`config.mk`:
```
export PLATFORM = sky130hd
export DESIGN_NAME = cpu16_core_flat
export DESIGN_NICKNAME = d
export VERILOG_FILES = /design/src/verilog/cpu16_isa_pkg.sv /design/src/verilog/cpu16_mem_pkg.sv /design/src/verilog/cpu16_if.sv /design/src/verilog/cpu16_alu.sv /design/src/verilog/cpu16_core.sv /design/src/flat_wrapper.sv
export SDC_FILE = /design/constraint.sdc
export NUM_CORES = 1
export LEC_CHECK = 0
export BUFFER_PORTS_ARGS = -buffer_cell sky130_fd_sc_hd__buf_2
export CELL_PAD_IN_SITES_DETAIL_PLACEMENT = 1
export CELL_PAD_IN_SITES_GLOBAL_PLACEMENT = 2
export CORE_UTILIZATION = 40
export DETAILED_ROUTE_END_ITERATION = 10
export PLACE_DENSITY = 0.85
export SLEW_MARGIN = 0
export SYNTH_ARGS = -nofsm -noshare
export SYNTH_HDL_FRONTEND = slang
export SYNTH_SLANG_ARGS = --single-unit
```
`constraint.sdc`:
```
create_clock -name clk -period 9.51 [get_ports clk]
set_clock_uncertainty 0.1 [all_clocks]
set_input_delay 1.902 -clock clk [delete_from_list [all_inputs] [get_ports clk]]
set_output_delay 1.902 -clock clk [all_outputs]
set_load 0.05 [all_outputs]
```
`src/verilog/cpu16_isa_pkg.sv`:
```
`default_nettype none

package cpu16_isa_pkg;

  // instruction encodings
  //   00000aaa 0oooobbb   a = a op b
  //   00001aaa 0oooobbb   a = a op [b]
  //   00011aaa 0oooo000   a = a op imm16 (next word)
  //   01101aaa 0oooo000   a = a op [imm16] (next word is the address)
  //   11ooo aaa iiiiiiii  a = a op imm8 with op = {1,ooo}
  //   00101aaa zzzzzzzz   a = [zp]
  //   00110aaa zzzzzzzz   [zp] = a
  //   01001aaa fffffbbb   a = [b + f]
  //   01010aaa fffffbbb   [b + f] = a
  //   01110aaa 00cccbbb   [b] = a then ip = c
  //   1000pnzc dddddddd   ip += d when an enabled flag equals p

  // field positions
  localparam int reg_w        = 3;
  localparam int dest_lsb     = 8;
  localparam int src_lsb      = 0;
  localparam int jump_lsb     = 3;
  localparam int op_lsb       = 3;
  localparam int imm_op_lsb   = 11;
  localparam int offset_lsb   = 3;
  localparam int offset_w     = 5;
  localparam int imm8_w       = 8;
  localparam int flag_en_lsb  = 8;
  localparam int polarity_bit = 11;

  // operand b source bits of the latched word
  localparam int b_const_bit  = 15;
  localparam int b_load_bit   = 11;

  // functions with this code bit set update carry
  localparam int carry_op_bit = 2;

  typedef enum logic [3:0] {
    op_pass_a, op_or, op_and, op_xor,
    op_inc, op_dec, op_shl, op_shr,
    op_load_b, op_not_a, op_clear, op_swap,
    op_add, op_sub, op_adc, op_sbb
  } alu_op_t;

  localparam logic [reg_w-1:0] reg_sp = 3'd6;
  localparam logic [reg_w-1:0] reg_ip = 3'd7;

  typedef enum logic [1:0] {
    st_reset, st_select, st_decode, st_compute
  } core_state_t;

  typedef enum logic [3:0] {
    cls_alu_reg, cls_alu_ind, cls_alu_imm16, cls_alu_mem,
    cls_alu_imm8, cls_load_zp, cls_store_zp, cls_load_idx,
    cls_store_idx, cls_store_jump, cls_branch, cls_invalid
  } ir_class_t;

endpackage

`default_nettype wire

```
`src/verilog/cpu16_mem_pkg.sv`:
```
`default_nettype none

package cpu16_mem_pkg;

  localparam int word_w = 16;

  typedef logic [word_w-1:0] word_t;
  typedef logic [word_w-1:0] addr_t;

  // rom occupies the upper half of the word address space
  localparam addr_t rom_base     = 16'h8000;
  localparam addr_t reset_vector = 16'h8000;

  localparam int ram_depth_default = 1024;
  localparam int rom_depth_default = 256;

endpackage

`default_nettype wire

```
`src/verilog/cpu16_if.sv`:
```
`timescale 1ns/1ps
`default_nettype none

// single word bus with combinational read and write strobe
interface mem_bus_if import cpu16_mem_pkg::*; ();

  addr_t address;
  word_t rdata;
  word_t wdata;
  logic  write;

  modport master (output address, output wdata, output write, input rdata);
  modport slave (input address, input wdata, input write, output rdata);

endinterface

interface alu_if import cpu16_isa_pkg::*; #(
  parameter int data_width = 16
) ();

  logic [data_width-1:0] a;
  logic [data_width-1:0] b;
  alu_op_t               op;
  logic                  carry_in;
  logic [data_width-1:0] y;
  logic                  carry_out;

  modport user (output a, output b, output op, output carry_in,
                input y, input carry_out);
  modport unit (input a, input b, input op, input carry_in,
                output y, output carry_out);

endinterface

`default_nettype wire

```
`src/verilog/cpu16_alu.sv`:
```
`timescale 1ns/1ps
`default_nettype none

module cpu16_alu import cpu16_isa_pkg::*; #(
  parameter int data_width = 16
) (
  alu_if.unit alu
);

  localparam int half = data_width / 2;
  localparam logic [data_width:0] one = {{data_width{1'b0}}, 1'b1};

  logic [data_width-1:0] a;
  logic [data_width:0]   a_ext;
  logic [data_width:0]   b_ext;
  logic [data_width:0]   cin_ext;
  logic [data_width:0]   result;

  assign a       = alu.a;
  assign a_ext   = {1'b0, alu.a};
  assign b_ext   = {1'b0, alu.b};
  assign cin_ext = {{data_width{1'b0}}, alu.carry_in};

  // top bit of result is the carry or borrow
  always_comb begin
    case (alu.op)
      op_pass_a: result = a_ext;
      op_or:     result = a_ext | b_ext;
      op_and:    result = a_ext & b_ext;
      op_xor:    result = a_ext ^ b_ext;
      op_inc:    result = a_ext + one;
      op_dec:    result = a_ext - one;
      // shifted out bit lands in carry
      op_shl:    result = {a, 1'b0};
      op_shr:    result = {a[0], 1'b0, a[data_width-1:1]};
      op_load_b: result = b_ext;
      op_not_a:  result = {1'b0, ~a};
      op_clear:  result = '0;
      op_swap:   result = {1'b0, a[half-1:0], a[data_width-1:half]};
      op_add:    result = a_ext + b_ext;
      op_sub:    result = a_ext - b_ext;
      op_adc:    result = a_ext + b_ext + cin_ext;
      op_sbb:    result = a_ext - b_ext - cin_ext;
      default:   result = a_ext;
    endcase
  end

  assign alu.y         = result[data_width-1:0];
  assign alu.carry_out = result[data_width];

endmodule

`default_nettype wire

```
`src/verilog/cpu16_core.sv`:
```
`timescale 1ns/1ps
`default_nettype none

module cpu16_core
  import cpu16_isa_pkg::*;
  import cpu16_mem_pkg::*;
#(
  parameter int data_width = word_w
) (
  input  wire       clk,
  input  wire       reset,
  input  wire       halt,
  output logic      busy,
  mem_bus_if.master bus
);

  localparam word_t one = word_t'(1);

  word_t       regs [8];
  word_t       ir;
  core_state_t state;
  alu_op_t     aluop;
  logic        carry;
  logic        zero;
  logic        neg;
  // next decode pass takes the bus word as an operand address
  logic        mem_indirect;

  // latched instruction fields for compute
  logic [reg_w-1:0] rdest;
  logic [reg_w-1:0] rsrc;
  logic             b_const;
  logic             b_load;

  // fields of the word being decoded
  ir_class_t        ir_class;
  logic [reg_w-1:0] d_dest;
  logic [reg_w-1:0] d_src;
  logic [reg_w-1:0] d_jump;
  alu_op_t          d_op;
  alu_op_t          d_imm_op;
  word_t            d_base;
  word_t            d_offset;
  word_t            store_base;
  word_t            branch_offset;
  addr_t            zp_addr;
  logic             sp_base;
  logic [2:0]       flags;
  logic [2:0]       flag_en;
  logic             polarity;
  logic             branch_taken;

  alu_if #(.data_width(data_width)) alu_bus ();

  cpu16_alu #(.data_width(data_width)) alu_i (
    .alu (alu_bus.unit)
  );

  assign rdest   = ir[dest_lsb +: reg_w];
  assign rsrc    = ir[src_lsb +: reg_w];
  assign b_const = ir[b_const_bit];
  assign b_load  = ir[b_load_bit];

  assign alu_bus.a        = regs[rdest];
  assign alu_bus.b        = b_const ? word_t'(ir[imm8_w-1:0]) :
                            b_load  ? bus.rdata : regs[rsrc];
  assign alu_bus.op       = aluop;
  assign alu_bus.carry_in = carry;

  assign d_dest   = bus.rdata[dest_lsb +: reg_w];
  assign d_src    = bus.rdata[src_lsb +: reg_w];
  assign d_jump   = bus.rdata[jump_lsb +: reg_w];
  assign d_op     = alu_op_t'(bus.rdata[op_lsb +: $bits(alu_op_t)]);
  assign d_imm_op = alu_op_t'(bus.rdata[imm_op_lsb +: $bits(alu_op_t)]);
  assign d_base   = regs[d_src];
  assign sp_base  = (d_src == reg_sp);
  assign zp_addr  = addr_t'(bus.rdata[imm8_w-1:0]);

  // stores through the stack pointer pre-decrement
  assign store_base = sp_base ? d_base - one : d_base;

  assign d_offset = {{($bits(word_t) - offset_w){bus.rdata[offset_lsb + offset_w - 1]}},
                     bus.rdata[offset_lsb +: offset_w]};
  assign branch_offset = {{($bits(word_t) - imm8_w){bus.rdata[imm8_w-1]}},
                          bus.rdata[imm8_w-1:0]};

  assign flags        = {neg, zero, carry};
  assign flag_en      = bus.rdata[flag_en_lsb +: 3];
  assign polarity     = bus.rdata[polarity_bit];
  assign branch_taken = |(flag_en & ~(flags ^ {3{polarity}}));

  always_comb begin
    casez (bus.rdata)
      16'b00000???_0???????: ir_class = cls_alu_reg;
      16'b00001???_0???????: ir_class = cls_alu_ind;
      16'b00011???_0????000: ir_class = cls_alu_imm16;
      16'b01101???_0????000: ir_class = cls_alu_mem;
      16'b11??????_????????: ir_class = cls_alu_imm8;
      16'b00101???_????????: ir_class = cls_load_zp;
      16'b00110???_????????: ir_class = cls_store_zp;
      16'b01001???_????????: ir_class = cls_load_idx;
      16'b01010???_????????: ir_class = cls_store_idx;
      16'b01110???_00??????: ir_class = cls_store_jump;
      16'b1000????_????????: ir_class = cls_branch;
      default:               ir_class = cls_invalid;
    endcase
  end

  always_ff @(posedge clk) begin
    if (reset) begin
      state        <= st_reset;
      busy         <= 1'b1;
      bus.write    <= 1'b0;
      mem_indirect <= 1'b0;
      carry        <= 1'b0;
      zero         <= 1'b0;
      neg          <= 1'b0;
    end else begin
      case (state)
        st_reset: begin
          regs[reg_ip] <= reset_vector;
          bus.write    <= 1'b0;
          state        <= st_select;
        end
        // fetch unless halted
        st_select: begin
          bus.write <= 1'b0;
          if (halt) begin
            busy <= 1'b1;
          end else begin
            busy         <= 1'b0;
            bus.address  <= regs[reg_ip];
            regs[reg_ip] <= regs[reg_ip] + one;
            state        <= st_decode;
          end
        end
        st_decode: begin
          if (mem_indirect) begin
            // inline word is the operand address
            mem_indirect <= 1'b0;
            bus.address  <= bus.rdata;
            state        <= st_compute;
          end else begin
            ir <= bus.rdata;
            case (ir_class)
              cls_alu_reg: begin
                aluop <= d_op;
                state <= st_compute;
              end
              cls_alu_ind: begin
                bus.address <= d_base;
                aluop       <= d_op;
                if (sp_base)
                  regs[reg_sp] <= d_base + one;
                state <= st_compute;
              end
              cls_alu_imm16: begin
                bus.address  <= regs[reg_ip];
                regs[reg_ip] <= regs[reg_ip] + one;
                aluop        <= d_op;
                state        <= st_compute;
              end
              cls_alu_mem: begin
                bus.address  <= regs[reg_ip];
                regs[reg_ip] <= regs[reg_ip] + one;
                aluop        <= d_op;
                mem_indirect <= 1'b1;
              end
              cls_alu_imm8: begin
                aluop <= d_imm_op;
                state <= st_compute;
              end
              cls_load_zp: begin
                bus.address <= zp_addr;
                aluop       <= op_load_b;
                state       <= st_compute;
              end
              cls_store_zp: begin
                bus.address <= zp_addr;
                bus.wdata   <= regs[d_dest];
                bus.write   <= 1'b1;
                state       <= st_select;
              end
              cls_load_idx: begin
                bus.address <= d_base + d_offset;
                aluop       <= op_load_b;
                if (sp_base)
                  regs[reg_sp] <= d_base + one;
                state <= st_compute;
              end
              cls_store_idx: begin
                bus.address <= store_base + d_offset;
                bus.wdata   <= regs[d_dest];
                bus.write   <= 1'b1;
                if (sp_base)
                  regs[reg_sp] <= store_base;
                state <= st_select;
              end
              cls_store_jump: begin
                bus.address  <= store_base;
                bus.wdata    <= regs[d_dest];
                bus.write    <= 1'b1;
                if (sp_base)
                  regs[reg_sp] <= store_base;
                regs[reg_ip] <= regs[d_jump];
                state        <= st_select;
              end
              cls_branch: begin
                if (branch_taken)
                  regs[reg_ip] <= regs[reg_ip] + branch_offset;
                state <= st_select;
              end
              // undecodable word restarts at the reset vector
              default: state <= st_reset;
            endcase
          end
        end
        st_compute: begin
          regs[rdest] <= alu_bus.y;
          if (aluop[carry_op_bit])
            carry <= alu_bus.carry_out;
          zero  <= ~|alu_bus.y;
          neg   <= alu_bus.y[data_width-1];
          state <= st_select;
        end
        default: state <= st_reset;
      endcase
    end
  end

endmodule

`default_nettype wire

```
`src/flat_wrapper.sv`:
```
// flat-port wrapper written by rule: the top's interface ports become plain ports
module cpu16_core_flat import cpu16_isa_pkg::*; import cpu16_mem_pkg::*;
#(
  parameter int data_width = word_w
)
  (clk, reset, halt, busy, bus_address, bus_wdata, bus_write, bus_rdata);
  mem_bus_if bus_i ();
  input  wire clk;
  input  wire reset;
  input  wire halt;
  output logic busy;
  output wire logic [$bits(bus_i.address)-1:0] bus_address;
  output wire logic [$bits(bus_i.wdata)-1:0] bus_wdata;
  output wire logic [$bits(bus_i.write)-1:0] bus_write;
  input wire logic [$bits(bus_i.rdata)-1:0] bus_rdata;
  assign bus_address = bus_i.address;
  assign bus_wdata = bus_i.wdata;
  assign bus_write = bus_i.write;
  assign bus_i.rdata = bus_rdata;
  cpu16_core #(.data_width(data_width)) u_core (.clk(clk), .reset(reset), .halt(halt), .busy(busy), .bus(bus_i));
endmodule
```
Word level (Yosys, flattened, before mapping):

Memories as Yosys holds them, arrays and structs flattened. A register that Yosys moved wholly into a read port is not among the register bits.
Index checks and enable logic that the tools add are counted.
W data, S select, Z words.

* add/sub/neg operators: 12
* multiplexer cells: 83
* equality and inequality tests: 44
* bitwise gates (word level): 17
* reduce and logical (&&, ||, !) cells: 27

Operators with widths (count)
* $pmux W17 S16: 1
* $mux W16: 14
* $pmux W16 S6: 1
* $mux W1: 56
* $add A16 B16 Y16: 3
* $eq A4 B4 Y1 const B: 12
* $pmux W4 S11: 1
* $add A16 B1 Y16 const B: 2
* $eq A4 B3 Y1 const B: 8
* $pmux W16 S2: 1
* $reduce_or A16 Y1: 2
* $add A16 B1 Y17 const B: 1
* $add A16 B16 Y17: 1
* $add A17 B1 Y17: 1
* $sub A16 B1 Y17 const B: 1
* $sub A16 B16 Y17: 1
* $sub A17 B1 Y17: 1
* $and A16 B16 Y16: 1
* $eq A4 B2 Y1 const B: 4
* $not A16 Y16: 1
* $or A16 B16 Y16: 1
* $sub A16 B1 Y16 const B: 1
* $xor A16 B16 Y16: 1
* $pmux W2 S3: 2
* 35 further kinds: 65

* output and inout bits: 34
* memories kept: 1
* bits in writable memories: 128
* bits of input ports: 19
* logic and storage cells: 194
* register bits: 44

Memories
* u_core.regs: depth 8, width 16, read ports 6, clocked after Yosys merged registers in 3, write ports 2, line cpu16_core.sv:19 `word_t regs [8];`

Depth between registers and ports, before layout:

* depth in word-level cells: 13
* gate-level depth with buffers: 23
* depth with buffers taken out: 19

By module:

A second synthesis with hierarchy kept.

* cell total of the unflattened synthesis: 2115
* area, all modules: 20631.0 sq um

Modules (own cells, without submodules)
* cpu16_core: area an instance 15771.4 sq um, times used 1, seq. area each 5595.4 sq um, cells an instance 1416
* cpu16_alu: area an instance 4859.7 sq um, times used 1, seq. area each 0.0 sq um, cells an instance 699

Worst setup path before layout:

No wires, ideal clock.

* path type: input port to flip-flop
* start point: input port bus_rdata[0]
* end point: register u_core.bus.address[15] (data pin)
* buffers on the path: 3
* library setup time: 0.280 ns
* data required time: 9.130 ns
* path slack: 2.335 ns
* data arrival time: 6.794 ns
* cell stages on the path: 21
* cell sequence: buf_2 > clkbuf_1 > buf_1 > mux4_2 > mux2i_1 > ha_1 > nand2_1 > nor4_1 > and3_1 > nand2_1 > nor2_1 > xnor2_1 > ha_1 > and3_1 > a21oi_1 > o21ai_0 > o41a_1 > a31oi_1 > o21ai_0 > xnor2_1 > o221ai_1

* word-level cells in the longest chain between the ends: 7
* elaborated cells between the ends (all ways): 22
* classes of those cells: add/sub: 3; eq/ne: 11; mux: 5; reduce/logical: 2; memory: 1

RTL lines
* start, declared: line flat_wrapper.sv:15 `input wire logic [$bits(bus_i.rdata)-1:0] bus_rdata;`
* $mem_v2 Z8 W16, or another cell as far along
* $sub A16 B1 Y16 or $pmux W4 S11 (tied branches): line cpu16_core.sv:80, cpu16_core.sv:93
* $mux W16, or another cell as far along: line cpu16_core.sv:80 `assign store_base = sp_base ? d_base - one : d_base;`
* $add A16 B16 Y16 or $reduce_or A2 Y1 (tied branches)
* $pmux W16 S6 *: line cpu16_core.sv:145 `case (ir_class)`
* $mux W16 *: line cpu16_core.sv:138 `if (mem_indirect) begin`
* $pmux W16 S2 *: line cpu16_core.sv:119 `case (state)`
* end signal, assigned: line cpu16_core.sv:141 `bus.address <= bus.rdata;`
* end signal, assigned: line cpu16_core.sv:151 `bus.address <= d_base;`
* end signal, assigned: line cpu16_core.sv:192 `bus.address <= store_base + d_offset;`
* end, declared: line cpu16_if.sv:12 `modport master (output address, output wdata, output write, input rdata);`

Every way passes the cells marked *; elsewhere a longest branch is shown, timed or not.
A chain may end at the register's enable or synchronous reset.

Worst setup path in the final report:

* start point: input port bus_rdata[9]
* end point: register u_core.zero

* word-level cells in the longest chain between the ends: 7
* elaborated cells between the ends (all ways): 12
* classes of those cells: add/sub: 4; mux: 3; bitwise: 3; reduce/logical: 2

RTL lines
* $mux W16 *: line cpu16_core.sv:66 `b_load ? bus.rdata : regs[rsrc];`
* $mux W16 *: line cpu16_core.sv:65 `assign alu_bus.b = b_const ? word_t'(ir[imm8_w-1:0]) :`
* $sub A16 B16 Y17 or $add A16 B16 Y17 (tied branches)
* $sub A17 B1 Y17 or $add A17 B1 Y17 (tied branches): line cpu16_alu.sv:43, cpu16_alu.sv:42
* $pmux W17 S16 *: line cpu16_alu.sv:26 `case (alu.op)`
* named net u_core.alu_bus.y[13]: line cpu16_if.sv:25 `logic [data_width-1:0] y;`
* $reduce_or A16 Y1 *: line cpu16_core.sv:222 `zero <= ~|alu_bus.y;`
* $logic_not A1 Y1 *: line cpu16_core.sv:222
* end signal, assigned: line cpu16_core.sv:222
* end, declared: line cpu16_core.sv:24 `logic zero;`

Mark *: on every way through the listed nets, which the timed path passes. The rest lies on a longest branch.

==> impl_table.tex <==
\begin{tabular}{lr}
\hline
Metric & Value \\
\hline
\multicolumn{2}{l}{\textbf{Timing}} \\
Worst setup margin & around 2.1 ns \\
Fraction of the cycle the final worst path needs & 0.776 \\
Post-layout min period & 7.38 ns \\
Hold WS & roughly 0.38 ns \\
Slew headroom & 0.140 \\
Pin slew with the least headroom to its limit & between 1 and 1.5 ns \\
Count of endpoints failing hold in the final timing report & 0 \\
Number of pins exceeding their max-slew limit in the final report & 0 \\
RSZ-0062 raised after global routing & false \\
Count of final setup violators & 0 \\
Maximum clock frequency & roughly 140 MHz \\
Final sum of negative setup slack & 0 ns \\
\multicolumn{2}{l}{\textbf{Routing}} \\
Highest routing layer actually used & met5 \\
Final routed wirelength across all metal layers & roughly 87000 um \\
DRC errors left & 0 \\
Detailed Route Iter0 Violations & between 2k and 2.5k \\
DR WL met3 & between 8000 and 9000 um \\
M1 wire length & 33100 um \\
Router iterations before antenna repair & 9 \\
Average wire per cell in the routed design & 31.7 um \\
Met2 wire length & between 40000 and 50000 um \\
Antenna-violating nets left & 0 \\
Count of vias placed by the detailed router & $\sim$19k \\
Vias per std cell & 6.92 \\
\multicolumn{2}{l}{\textbf{Worst setup path}} \\
Terminus of the critical flop-to-flop path & u\_core.zero \\
Reg-to-reg slack, setup & between 2 and 2.5 ns \\
Highest net fanout along the worst path & 35 \\
Data required time at the worst endpoint & 9.76 ns \\
Data arrival time of the worst path & about 7.6 ns \\
Worst Path Class, Setup & input pin to flip-flop \\
Reg2reg path depth & 16 \\
Startpoint Class & input pin \\
Critical path capture point type & flip-flop \\
Worst setup path startpoint & bus\_rdata[9] \\
\multicolumn{2}{l}{\textbf{Pwr}} \\
P\_sw & about 2.4 mW \\
Combinational cell fraction of total power & 0.596 \\
Highest ir drop seen on vdd & roughly 140 uV \\
Leakage & between 7 and 8 nW \\
P per Cell Area & about 230 nW/um2 \\
Final Total Pwr & just under 5 mW \\
Sw Ratio & 0.494 \\
Portion of total power attributed to the clock network & 0.154 \\
Internal power component & about 2.5 mW \\
Part of the total power dissipated in sequential elements & 0.250 \\
\multicolumn{2}{l}{\textbf{Floorplanning}} \\
Die extent in x & between 200 and 250 um \\
Number of cell rows & 81 \\
Number of I/O pins & 53 \\
Vertical extent of the die & $\sim$220 um \\
Core outline area & a little under 50000 um2 \\
Starting utilization of the core area & 0.406 \\
Die footprint & 50600 um2 \\
\multicolumn{2}{l}{\textbf{Global routing}} \\
First-pass GRT wire length & approximately 130000 um \\
Gr ovfl total & 0 \\
Maximum number of pins on one net before global-route repair & 56 \\
Via count of the first global-routing pass & approximately 19k \\
Antenna violations before repair & 4 \\
Total track usage & 0.344 \\
\multicolumn{2}{l}{\textbf{Layout}} \\
Number of inserted filler cells in the final layout & approximately 5.5k \\
Final-stage net count & approximately 2.2k \\
Share of layout cells above drive strength 1 & 0.184 \\
Finished Cell Area & $\sim$22000 um2 \\
Relative area change from synthesis to final layout & 8.78\% \\
Multi-input gate area in the final layout & roughly 13000 um2 \\
Area taken by flip-flops and latches & 5600 um2 \\
Utilization of the core after routing & 0.442 \\
Count of placed standard cells in the final layout, fillers left out & $\sim$2.7k \\
\multicolumn{2}{l}{\textbf{Clock network}} \\
Clock transition at the registers of the reported paths & 0.08 ns \\
Total of hold buffers inserted after clock tree synthesis & 0 \\
Number of H-tree levels & 4 \\
Clock Latency Late Sink & around 0.48 ns \\
Root buf cell & sky130\_fd\_sc\_hd\_\_clkbuf\_16 \\
TritonCTS clock tree & built \\
Number of buffers created by CTS & 17 \\
Clk sinks & between 150 and 200 \\
Count of cells resized by post-cts repair & 0 \\
Number of post-CTS setup repair buffers & 0 \\
Maximum clock insertion buffer count & 2 \\
\multicolumn{2}{l}{\textbf{Outcome}} \\
Run status & finished, final reports clean \\
\multicolumn{2}{l}{\textbf{Placement}} \\
Number of placed instances, taps included & roughly 2.7k \\
GP Congestion & roughly 0.96 \\
IO buf count & 52 \\
Post-place setup slack & 1.68 ns \\
Instance area at placement & approximately 21000 um2 \\
Placed wire-length estimate after detailed placement & about 63000 um \\
\multicolumn{2}{l}{\textbf{Worst hold path}} \\
Type of the most critical hold path & flip-flop to flip-flop \\
Worst min-delay path startpoint & u\_core.busy \\
WHS Endpoint & u\_core.busy \\
Instance count along the most critical hold path & 2 \\
\multicolumn{2}{l}{\textbf{Job}} \\
Maximum Capacitance Violations & 0 \\
\multicolumn{2}{l}{\textbf{Yosys}} \\
Cell count after synthesis & 2044 \\
Mean cell area of the mapped netlist & 9.73 um2 \\
Share of the synthesized area in the top cell type & 0.267 \\
Share of async-settable or async-resettable flops after synthesis & 0 \\
Number of distinct standard cells referenced by the synthesized netlist & between 80 and 90 \\
Flop and latch count out of synthesis & approximately 190 \\
Primary FF master, synth & sky130\_fd\_sc\_hd\_\_edfxtp\_1 \\
Sequential area share after synthesis & 0.281 \\
Top cells by count, synth & sky130\_fd\_sc\_hd\_\_edfxtp\_1, sky130\_fd\_sc\_hd\_\_nand2\_1, sky130\_fd\_sc\_hd\_\_nor2\_1 \\
Area contributors post-synth & sky130\_fd\_sc\_hd\_\_edfxtp\_1, sky130\_fd\_sc\_hd\_\_mux4\_2, sky130\_fd\_sc\_hd\_\_ha\_1 \\
Cell taking the most area after synthesis & sky130\_fd\_sc\_hd\_\_edfxtp\_1 \\
Total nets after synthesis & approximately 2.2k \\
Number of flops mapped to enable cells by yosys & roughly 180 \\
Netlist area before placement & between 15000 and 20000 um2 \\
Number of warnings reported in the yosys synthesis log & 0 \\
Most frequent cell after synthesis & sky130\_fd\_sc\_hd\_\_edfxtp\_1 \\
\hline
\end{tabular}
## state kept, by name (all words and copies together), names as in the netlist, 2 cells and up, named ones only
| signal | count |
|---|---|
| u_core.ir | 13 |
| u_core.bus.wdata | 16 |
| u_core.state | 2 |
| u_core.regs | 128 |
| u_core.alu_bus.op | 4 |
| u_core.bus.address | 16 |
## metal layers
layer | global-route usage | vias up
li1 | - | 7939
met1 | 0.436 | 9512
met2 | 0.551 | 1181
met3 | 0.0816 | 261
met4 | 0.170 | 2
met5 | 0 | -
## cell usage in the layout, fill, tap and decap left out, drive strengths merged, types with 40 or more instances in the layout
master	count
edfxtp	177
nand2	167
nor2	165
mux4	144
a21oi	130
buf	125
o21ai	114
inv	111
ha	106
xnor2	84
mux2i	78
nand3	42
nor3	40
## cell type report
class	instances	share of cell area
Clock buffer	19	0.0220
Clock inverter	13	0.00555
Sequential cell	191	0.259
Inverter	108	0.0187
Tap cell	664	0.0384
Timing Repair Buffer	125	0.0374
Multi-Input combinational cell	1611	0.619
Antenna cell	1	0.000116
## how the worst max path moves through the flow
stage / slack, ns / endpoint / depth (start not counted)
final: 2.13 / u_core.zero / 18
after global routing: 1.73 / u_core.bus.address[15] / 20
after CTS: 2.20 / u_core.bus.address[15] / 20
after detailed placement: 1.68 / u_core.bus.address[15] / 20
after global placement: 1.89 / u_core.bus.address[15] / 20
after floorplan: 2.34 / u_core.bus.address[15] / 21
## worst max-delay path, stage by stage
cell and delay, ns:
sky130_fd_sc_hd__buf_2 0.08, sky130_fd_sc_hd__buf_4 0.52, sky130_fd_sc_hd__inv_1 0.37, sky130_fd_sc_hd__a211oi_1 0.68, sky130_fd_sc_hd__inv_1 0.15, sky130_fd_sc_hd__ha_1 0.46
sky130_fd_sc_hd__clkinv_1 0.27, sky130_fd_sc_hd__nor4_1 0.33, sky130_fd_sc_hd__buf_4 0.21, sky130_fd_sc_hd__a211oi_1 0.10, sky130_fd_sc_hd__xnor2_1 0.57, sky130_fd_sc_hd__nor3b_1 0.39
sky130_fd_sc_hd__nand2_1 0.11, sky130_fd_sc_hd__xnor2_1 0.16, sky130_fd_sc_hd__a221oi_1 0.09, sky130_fd_sc_hd__a32oi_1 0.92, sky130_fd_sc_hd__nand4b_1 0.23, sky130_fd_sc_hd__o31ai_2 0.07
## power groups by stage
stage | Clock (mW) | Sequential (mW) | Combinational [mW]
after floorplan | 0 | 1.21 | 1.92
after global placement | 0 | 1.22 | 2.73
after detailed placement | 0 | 1.23 | 2.81
after CTS | 0.752 | 1.21 | 2.84
after global routing | 0.780 | 1.22 | 3.10
final | 0.752 | 1.22 | 2.90
## cell families after synthesis
kind of cell,after synthesis,synth area share
xor gates and xnor gates,120,0.0528
and+or+nand+nor,577,0.138
buffers and inverters,242,0.0477
DFF,191,0.281
muxes,261,0.226
AOI/OAI and AO/OA,542,0.183
adders and majority gates,111,0.0717
Note: power is estimated with default switching activity, not from simulation.
